$ cat config.mk
export PLATFORM = sky130hd
export DESIGN_NAME = link_buffer
export DESIGN_NICKNAME = d
export VERILOG_FILES = /design/src/source/link_buffer_pkg.sv /design/src/source/link_buffer.sv /design/src/source/credit_sender.sv /design/src/source/buffer_ctrl.sv /design/src/source/sdpram_bypass.sv
export SDC_FILE = /design/constraint.sdc
export NUM_CORES = 1
export LEC_CHECK = 0
export ABC_AREA = 1
export BUFFER_PORTS_ARGS = -buffer_cell sky130_fd_sc_hd__buf_2
export CAP_MARGIN = 20
export CORE_ASPECT_RATIO = 1.4
export CORE_UTILIZATION = 30
export DETAILED_ROUTE_END_ITERATION = 10
export GPL_TIMING_DRIVEN = 0
export HOLD_SLACK_MARGIN = 0.06
export PLACE_DENSITY_LB_ADDON = 0.25
export SLEW_MARGIN = 40
export SYNTH_ARGS = -nofsm -noshare
export SYNTH_HDL_FRONTEND = slang
export SYNTH_SLANG_ARGS = --single-unit
$ cat constraint.sdc
create_clock -name clk -period 2.75 [get_ports clk]
set_clock_uncertainty 0.2 [all_clocks]
set_input_delay 0.275 -clock clk [delete_from_list [all_inputs] [get_ports clk]]
set_output_delay 0.275 -clock clk [all_outputs]
set_load 0.01 [all_outputs]
$ cat src/source/link_buffer_pkg.sv
/*
 * Link buffer package
 * Payload width, link item layout and the credit counter type
 */

package link_buffer_pkg;

   // Payload width of one link item
   localparam int DATA_W = 32;

   // Width of the credit counters, enough for any sane link depth
   localparam int CREDIT_W = 8;

   // Payload word
   typedef logic [DATA_W-1:0] data_t;

   // Transaction tag
   typedef logic [3:0] tag_t;

   // Credit count on a link
   typedef logic [CREDIT_W-1:0] credit_cnt_t;

   // One item as carried on the link and stored in the RAM
   typedef struct packed {
      data_t payload;
      tag_t  tag;
      logic  last;     // End of packet
   } link_item_t;

   // Stored word width, 37 bits with the defaults above
   localparam int ITEM_W = $bits(link_item_t);

endpackage
$ cat src/source/link_buffer.sv
/*
 * Credit-based elastic link buffer
 * Controller, item RAM and downstream credit sender
 */

`timescale 1ns/1ps

module link_buffer
   import link_buffer_pkg::*;
#(
   parameter int ADDR_W        = 3,
   parameter int OUT_CREDITS   = 4,
   parameter int ENABLE_BYPASS = 1
) (
   input  logic       clk,
   input  logic       reset,
   input  logic       in_valid,
   input  link_item_t in_item,
   output logic       in_credit,
   output logic       out_valid,
   output link_item_t out_item,
   input  logic       out_credit
);

   // RAM control
   logic [ADDR_W-1:0] waddr;
   logic [ADDR_W-1:0] raddr;
   logic              we;
   logic              re;
   link_item_t        rdata;

   // Controller to sender handshake
   logic              can_send;
   logic              read_issue;

   buffer_ctrl #(
      .ADDR_W        (ADDR_W),
      .ENABLE_BYPASS (ENABLE_BYPASS)
   ) buffer_ctrl_inst (
      .clk        (clk),
      .reset      (reset),
      .in_valid   (in_valid),
      .can_send   (can_send),
      .waddr      (waddr),
      .raddr      (raddr),
      .we         (we),
      .re         (re),
      .read_issue (read_issue),
      .in_credit  (in_credit)
   );

   // Incoming item written directly
   sdpram_bypass #(
      .ADDR_W        (ADDR_W),
      .ENABLE_BYPASS (ENABLE_BYPASS)
   ) sdpram_bypass_inst (
      .clk   (clk),
      .reset (reset),
      .raddr (raddr),
      .waddr (waddr),
      .re    (re),
      .we    (we),
      .wdata (in_item),
      .rdata (rdata)
   );

   credit_sender #(
      .OUT_CREDITS (OUT_CREDITS)
   ) credit_sender_inst (
      .clk        (clk),
      .reset      (reset),
      .read_issue (read_issue),
      .out_credit (out_credit),
      .rdata      (rdata),
      .can_send   (can_send),
      .out_valid  (out_valid),
      .out_item   (out_item)
   );

endmodule

$ cat src/source/credit_sender.sv
/*
 * Downstream credit sender
 * Tracks consumer credits and drives the output valid and item
 */

`timescale 1ns/1ps

module credit_sender
   import link_buffer_pkg::*;
#(
   parameter int OUT_CREDITS = 4
) (
   input  logic       clk,
   input  logic       reset,
   input  logic       read_issue,
   input  logic       out_credit,
   input  link_item_t rdata,
   output logic       can_send,
   output logic       out_valid,
   output link_item_t out_item
);

   localparam credit_cnt_t INIT_CREDITS = credit_cnt_t'(OUT_CREDITS);

   credit_cnt_t credit_cnt;
   credit_cnt_t credit_next;
   logic        have_credit;

   assign have_credit = (credit_cnt != '0);

   // A credit returning now is usable in the same cycle
   assign can_send = have_credit || out_credit;

   // Return and spend in one cycle leave the count alone
   always_comb begin
      case ({out_credit, read_issue})
         2'b10:   credit_next = credit_cnt + credit_cnt_t'(1);
         2'b01:   credit_next = credit_cnt - credit_cnt_t'(1);
         default: credit_next = credit_cnt;
      endcase
   end

   // Credit counter
   always_ff @(posedge clk) begin
      if (reset) begin
         credit_cnt <= INIT_CREDITS;
      end else begin
         credit_cnt <= credit_next;
      end
   end

   // Output valid follows the read by one cycle, like the RAM data
   always_ff @(posedge clk) begin
      if (reset) begin
         out_valid <= 1'b0;
      end else begin
         out_valid <= read_issue;
      end
   end

   // RAM word lines up with out_valid
   assign out_item = rdata;

endmodule

$ cat src/source/buffer_ctrl.sv
/*
 * Buffer controller
 * Write and read pointers, occupancy, read issue and upstream credits
 */

`timescale 1ns/1ps

module buffer_ctrl #(
   parameter int ADDR_W        = 3,
   parameter int ENABLE_BYPASS = 1
) (
   input  logic              clk,
   input  logic              reset,
   input  logic              in_valid,
   input  logic              can_send,
   output logic [ADDR_W-1:0] waddr,
   output logic [ADDR_W-1:0] raddr,
   output logic              we,
   output logic              re,
   output logic              read_issue,
   output logic              in_credit
);

   // Pointer into the RAM, wraps naturally at the depth
   typedef logic [ADDR_W-1:0] ptr_t;

   // Occupancy, one bit wider so a full buffer is representable
   typedef logic [ADDR_W:0] occ_t;

   localparam bit BYPASS_ON = (ENABLE_BYPASS != 0);

   ptr_t wr_ptr;
   ptr_t rd_ptr;
   occ_t occupancy;

   ptr_t wr_ptr_next;
   ptr_t rd_ptr_next;
   occ_t occ_next;

   logic buf_empty;
   logic has_stored;
   logic fall_through;
   logic issue;

   // Occupancy state
   assign buf_empty  = (occupancy == '0);
   assign has_stored = !buf_empty;

   // Item written this cycle into an empty buffer may leave at once
   // through the RAM bypass; without bypass it waits a cycle
   assign fall_through = BYPASS_ON && in_valid && buf_empty;

   // Read decision, only when downstream can take the item
   always_comb begin
      issue = 1'b0;
      if (can_send) begin
         if (has_stored) begin
            issue = 1'b1;
         end else if (fall_through) begin
            issue = 1'b1;
         end
      end
   end

   // RAM control straight from the pointers
   assign we         = in_valid;
   assign waddr      = wr_ptr;
   assign re         = issue;
   assign raddr      = rd_ptr;
   assign read_issue = issue;

   // Next pointer values
   always_comb begin
      wr_ptr_next = wr_ptr;
      rd_ptr_next = rd_ptr;
      if (in_valid) begin
         wr_ptr_next = wr_ptr + ptr_t'(1);
      end
      if (issue) begin
         rd_ptr_next = rd_ptr + ptr_t'(1);
      end
   end

   // Next occupancy, fall-through write and read cancel out
   always_comb begin
      occ_next = occupancy;
      case ({in_valid, issue})
         2'b10:   occ_next = occupancy + occ_t'(1);
         2'b01:   occ_next = occupancy - occ_t'(1);
         default: occ_next = occupancy;
      endcase
   end

   // Pointer registers
   always_ff @(posedge clk) begin
      if (reset) begin
         wr_ptr <= '0;
         rd_ptr <= '0;
      end else begin
         wr_ptr <= wr_ptr_next;
         rd_ptr <= rd_ptr_next;
      end
   end

   // Occupancy register
   always_ff @(posedge clk) begin
      if (reset) begin
         occupancy <= '0;
      end else begin
         occupancy <= occ_next;
      end
   end

   // One upstream credit back per freed entry, a cycle after the read
   always_ff @(posedge clk) begin
      if (reset) begin
         in_credit <= 1'b0;
      end else begin
         in_credit <= issue;
      end
   end

endmodule

$ cat src/source/sdpram_bypass.sv
/*
 * Simple dual-port synchronous RAM holding link items
 * Registered read port with optional read-during-write bypass
 */

`timescale 1ns/1ps

module sdpram_bypass
   import link_buffer_pkg::*;
#(
   parameter int ADDR_W        = 3,
   parameter int ENABLE_BYPASS = 1
) (
   input  logic              clk,
   input  logic              reset,
   input  logic [ADDR_W-1:0] raddr,
   input  logic [ADDR_W-1:0] waddr,
   input  logic              re,
   input  logic              we,
   input  link_item_t        wdata,
   output link_item_t        rdata
);

   localparam int DEPTH = 2 ** ADDR_W;

   // Storage array, no reset
   logic [ITEM_W-1:0] mem [DEPTH];

   // Registered read word
   logic [ITEM_W-1:0] ram_q;

   // Read enable actually seen by the array
   logic              ram_re;

   // Write port
   always_ff @(posedge clk) begin
      if (we) begin
         mem[waddr] <= wdata;
      end
   end

   // Read port, data valid one cycle after the enable
   always_ff @(posedge clk) begin
      if (ram_re) begin
         ram_q <= mem[raddr];
      end
   end

   generate
      if (ENABLE_BYPASS != 0) begin : g_bypass
         logic       collide;
         logic       bypass_q;
         link_item_t wdata_q;

         // Same address written and read in one cycle
         assign collide = we && re && (waddr == raddr);

         // Bypass select, held until the next read
         always_ff @(posedge clk) begin
            if (reset) begin
               bypass_q <= 1'b0;
            end else if (re) begin
               bypass_q <= collide;
            end
         end

         // Copy of the incoming word for the collision case
         always_ff @(posedge clk) begin
            if (collide) begin
               wdata_q <= wdata;
            end
         end

         // Array read would return the stale word, skip it
         assign ram_re = re && !collide;
         assign rdata  = bypass_q ? wdata_q : link_item_t'(ram_q);
      end else begin : g_no_bypass
         // Plain registered read
         assign ram_re = re;
         assign rdata  = link_item_t'(ram_q);
      end
   endgenerate

endmodule

======== Word-level counts from Yosys, hierarchy flattened ========
Memories as Yosys holds them, arrays and structs flattened. A register that Yosys moved wholly into a read port is not among the register bits.
Cells that the tools add are included.
Widths: inputs -> output; s select.
word-level totals
  register bits after elaboration ......... 57
  RAM bits ................................ 296
  word-level logic and storage cells ...... 39
  memories kept ........................... 1
memory list
  memory                  words  bits a word  read ports  clocked after memory_dff  write ports  RTL line             text
  sdpram_bypass_inst.mem  8      37           1           1                         1            sdpram_bypass.sv:27  logic [ITEM_W-1:0] mem [DEPTH];
operators by class
  $add $sub $neg .......................... 6
  eq/ne operators ......................... 5
  muxes and demuxes ....................... 8
  reductions and logical operators ........ 10
operators by type and width
  kind                 count
  $mux 37              1
  $pmux 8 s2           1
  $add 8x1->8 const B  1
  $pmux 4 s2           1
  $reduce_bool 8->1    1
  $sub 8x1->8 const B  1
  $add 3x1->3 const B  2
  $mux 1               5
  $add 4x1->4 const B  1
  $eq 2x1->1 const B   2
  $eq 2x2->1 const B   2
  $logic_and 1x1->1    4
  $logic_not 4->1      1
  $reduce_bool 2->1    2
  $sub 4x1->4 const B  1
  $eq 3x3->1           1
  $logic_not 1->1      1
  $logic_or 1x1->1     1

======== Depth between registers and ports, before layout ========
  word-level depth ........................ 9
  depth in mapped cells ................... 15
  mapped depth without buffers ............ 15

======== Modules after synthesis ========
Synthesis repeated with hierarchy kept, for this count alone.
second synthesis, totals
  cells, all modules ...................... 1383
  area total of the unflattened synthesis .. 16295.6 um2
modules (own cells, without submodules)
  module         instances  cells an instance  area each (um2)
  sdpram_bypass  1          1137               14640.3
  credit_sender  1          170                1078.5
  buffer_ctrl    1          76                 576.8

======== Worst setup path before layout ========
OpenSTA, ideal clock, no wires.
  path kind ............................... register to register
  from .................................... reg buffer_ctrl_inst.wr_ptr[0] (netlist: buffer_ctrl_inst.waddr[0])
  to ...................................... mem sdpram_bypass_inst.mem[0][0] (netlist name), enable pin
  arrival time ............................ 2.241 ns
  slack ................................... -0.122 ns
  cell stages (with the launch flop) ...... 3
  cell sequence ........................... dfxtp_1 > or2_2 > nor2_1
RTL lines
  element                 RTL line             text
  start, declared         buffer_ctrl.sv:32    ptr_t wr_ptr;
  start signal, assigned  buffer_ctrl.sv:100   wr_ptr <= wr_ptr_next;
  end, declared           sdpram_bypass.sv:27
Straight into the memory's write port.

==> results.txt <==
Outcome: finished, final reports clean
Hold path cells: 4
Total setup buffers inserted after CTS: 0
DR WL/cell: 19.3 µm
Slowest CP cell: buf_2
Avg Vias per Cell: 4.72
Kind of critical path: register to primary output
Placer Congestion: 0.755
Synth top area cells: edfxtp_1 (72%), nor2_1 (4.3%), nand2_1 (3.9%)
Crit path time final: 2.59 ns
N_diodes: 0
Clock latency reported for the late side of the worst-skew pair: 0.54 ns
Synthesized cell area: 15500 µm²
Final WL: 38.8 mm
Slew HR: 0.492
Via count: 9490
Family with the most delay on the worst path: buffers and inverters
# DRC: 0
# port buffers: 79
Number of fill cells: 4913
Crit path launch type: register
Commonest cells in the netlist: edfxtp_1 (370), nor2_1 (176), nand2_1 (160)
Post-synth EDFFs: 370
Fin Setup TNS: 0 ns
Crit path arrival time: 2.11 ns
Highest clock rate: 0.387 GHz
Maxcap violations: 0
Final Setup Violations: 0
TritonCTS Sinks: 390
Worst Tran Pin Value: 0.762 ns
Ys Warns: 0
Grt total ovfl: 0
Vias in the first global route: 9800
Post-synthesis sequential area ratio: 0.745
Max H-tree Level: 2
Crit path top cell by count: buf_2
Num ports: 80
Final Non-Filler Cells: 2009
Mean post-synth cell area: 13.3 µm²
Initial antenna violation count: 1
Final net count: 1392
Syn Inst Count: 1160
CP peak stage delay: 0.39 ns
Yosys top cell area share: 0.719
First-pass GRT wire length: 59.2 mm
CP max FO: 10
CTS root buf: clkbuf_16
Largest net degree at the start of global routing: 30
Die width: 194 µm
WP depth: 4
PD cells: 966 nW/µm²
CP cell instances: buf_2 > buf_2 > mux2_2 > buf_2
Final hold vios: 0
Initial DRC count: 650
Die height: 271 µm
RSZ-0062 raised after global routing: no
Worst-path clk slew: 0.07 ns
Synth-to-Final Area Change: 20.9%
# rows: 98
Yosys cell types: 31
Core area: 51000 µm²
WP buf/inv: 3
Fin. max-slew vios: 0
Leak: 6.56 nW
Main synth FF type: edfxtp_1
Starting Density: 0.303
Final instance area: 18700 µm²
Max Root-Sink Buffers: 3
Final worst path period share: 0.941
VDD IR-drop max: 0.000404 V
Area occupied by multi-input gates: 3490 µm²
Leading area contributor after synthesis: edfxtp_1
Pre-antenna DRT Iters: 4
Post-DRT Antenna Nets: 0
Placed insts: 1907
CTS tree: done
Register area: 11500 µm²
Critical path required time: 2.28 ns
Die area: 52400 µm²
CTS Buf Count: 37
Yosys reg bits: 390
Syn nets: 1216
Most frequent cell after synthesis: edfxtp_1
Total GRT Usage: 0.149
DP Area: 17100 µm²
Post-synth ARST share: 0
CP endpoint kind: primary output
Share of layout cells above drive strength 1: 0.164
R2R cell count: 12
Half-perimeter wire length of the detailed placement result: 25.8 mm
Path category of the worst min-delay check: input port to register
==> cell type report <==
| cell class | count | area share |
|---|---|---|
| Buffer | 64 | 0.0202 |
| Tap cell | 650 | 0.0435 |
| Sequential cell | 390 | 0.616 |
| Clock inverter | 12 | 0.00616 |
| Clock buffer | 50 | 0.0550 |
| Inverter | 39 | 0.00824 |
| Multi-Input combinational cell | 667 | 0.187 |
| Timing Repair Buffer | 137 | 0.0636 |
==> final timing paths <==
| check | startpoint | end | slack (ns) |
|---|---|---|---|
| setup / recovery | sdpram_bypass_inst.g_bypass.bypass_q$_SDFFE_PP0N_ | out_item[22] | 0.16 |
| hold / removal | out_credit | credit_sender_inst.credit_cnt[0]$_SDFFE_PP0P_ | 0.04 |
| setup reg to reg | credit_sender_inst.credit_cnt[3]$_SDFFE_PP0P_ | credit_sender_inst.credit_cnt[5]$_SDFFE_PP0P_ | 0.29 |
| hold reg to reg | buffer_ctrl_inst.occupancy[3]$_SDFFE_PP0P_ | buffer_ctrl_inst.occupancy[3]$_SDFFE_PP0P_ | 0.28 |
==> sequential cells by signal, indices dropped and copies added, names as in the netlist <==
| register | flops |
|---|---|
| sdpram_bypass_inst.mem | 296 |
| sdpram_bypass_inst.g_bypass.wdata_q | 37 |
| sdpram_bypass_inst.ram_q | 37 |
| credit_sender_inst.credit_cnt | 8 |
| buffer_ctrl_inst.occupancy | 4 |
| buffer_ctrl_inst.raddr | 3 |
| buffer_ctrl_inst.waddr | 3 |
| credit_sender_inst.out_valid | 1 |
| sdpram_bypass_inst.g_bypass.bypass_q | 1 |
==> what timing repair did <==
action                     in CTS  in global routing
hold buffers                   40                  0
setup endpoints to repair       4                  4
hold endpoints to repair      344                  0
gates resized for setup         2                  2
==> worst reg2reg max path, stage by stage, from the launching register on <==
cell      delay, ns
dfxtp_1        0.33
nor2_1         0.17
nand3_1        0.12
o21a_4         0.26
ha_4           0.21
ha_1           0.31
or2_2          0.34
nand3b_1       0.12
nand2_1        0.06
nand2_1        0.05
nand3_1        0.06
nand2_1        0.09
inv_1          0.04
==> per-stage QoR <==
step | power (mW) | hold slack, ns | setup WS, ns | util
after floorplan | 11.1 | 0.174 | -0.122 | -
after global placement | 13.1 | 0.274 | -1.91 | 0.327
after detailed placement | 13.3 | 0.280 | -0.143 | 0.336
after CTS | 18.3 | 0.0741 | 0.0745 | 0.366
after global routing | 19.1 | 0.0729 | 0.0340 | 0.366
final | 18.0 | 0.0446 | 0.163 | 0.366
==> cells in the final DEF, fill, tap and decap left out, types with 2 or more instances in the layout <==
cell type	Yosys	routed
buf_8	0	7
xor2_1	3	3
buf_6	13	13
inv_1	36	34
buf_16	0	9
buf_1	3	3
o22ai_1	74	74
nor2_1	176	168
clkinv_1	0	5
buf_4	4	4
mux2_2	37	37
xnor2_1	3	3
or2_2	2	2
o21ai_0	120	120
fa_1	2	2
clkbuf_16	0	39
nor2_4	0	8
ha_1	13	12
inv_4	1	3
inv_2	2	2
nand2_1	160	160
a21oi_1	16	16
clkbuf_1	36	46
nand3_1	15	15
dlygate4sd3_1	0	40
edfxtp_1	370	370
o21ai_1	36	36
buf_2	7	86
dfxtp_1	20	20
buf_12	1	3
nand3b_1	4	4
clkinvlp_4	0	3
bufinv_16	0	2
==> power by group <==
group | switching [mW] | total (mW) | leakage, nW | internal, mW
clock | 2.14 | 4.94 | 0.545 | 2.80
combinational | 3.56 | 5.55 | 2.45 | 2.00
sequential | 0.194 | 7.54 | 3.57 | 7.35
==> layer usage <==
| metal | GRT usage | vias up | wire (µm) |
|---|---|---|---|
| li1 | - | 4556 | - |
| met1 | 0.172 | 4699 | 15800 |
| met2 | 0.277 | 163 | 20600 |
| met3 | 0.0199 | 70 | 1200 |
| met4 | 0.0560 | 2 | 1210 |
| met5 | 0 | - | 10 |
==> kinds of logic after synthesis <==
kind of cell	after synthesis	share of synthesized area
flip-flops	390	0.745
AND/OR/NAND/NOR	361	0.0909
XOR/XNOR	6	0.00340
AO/OA/AOI/OAI	248	0.0866
adder cells (fa/ha/maj)	15	0.0131
multiplexers	37	0.0270
buffers and inverters	103	0.0341
(Power assumes the default switching activity.)
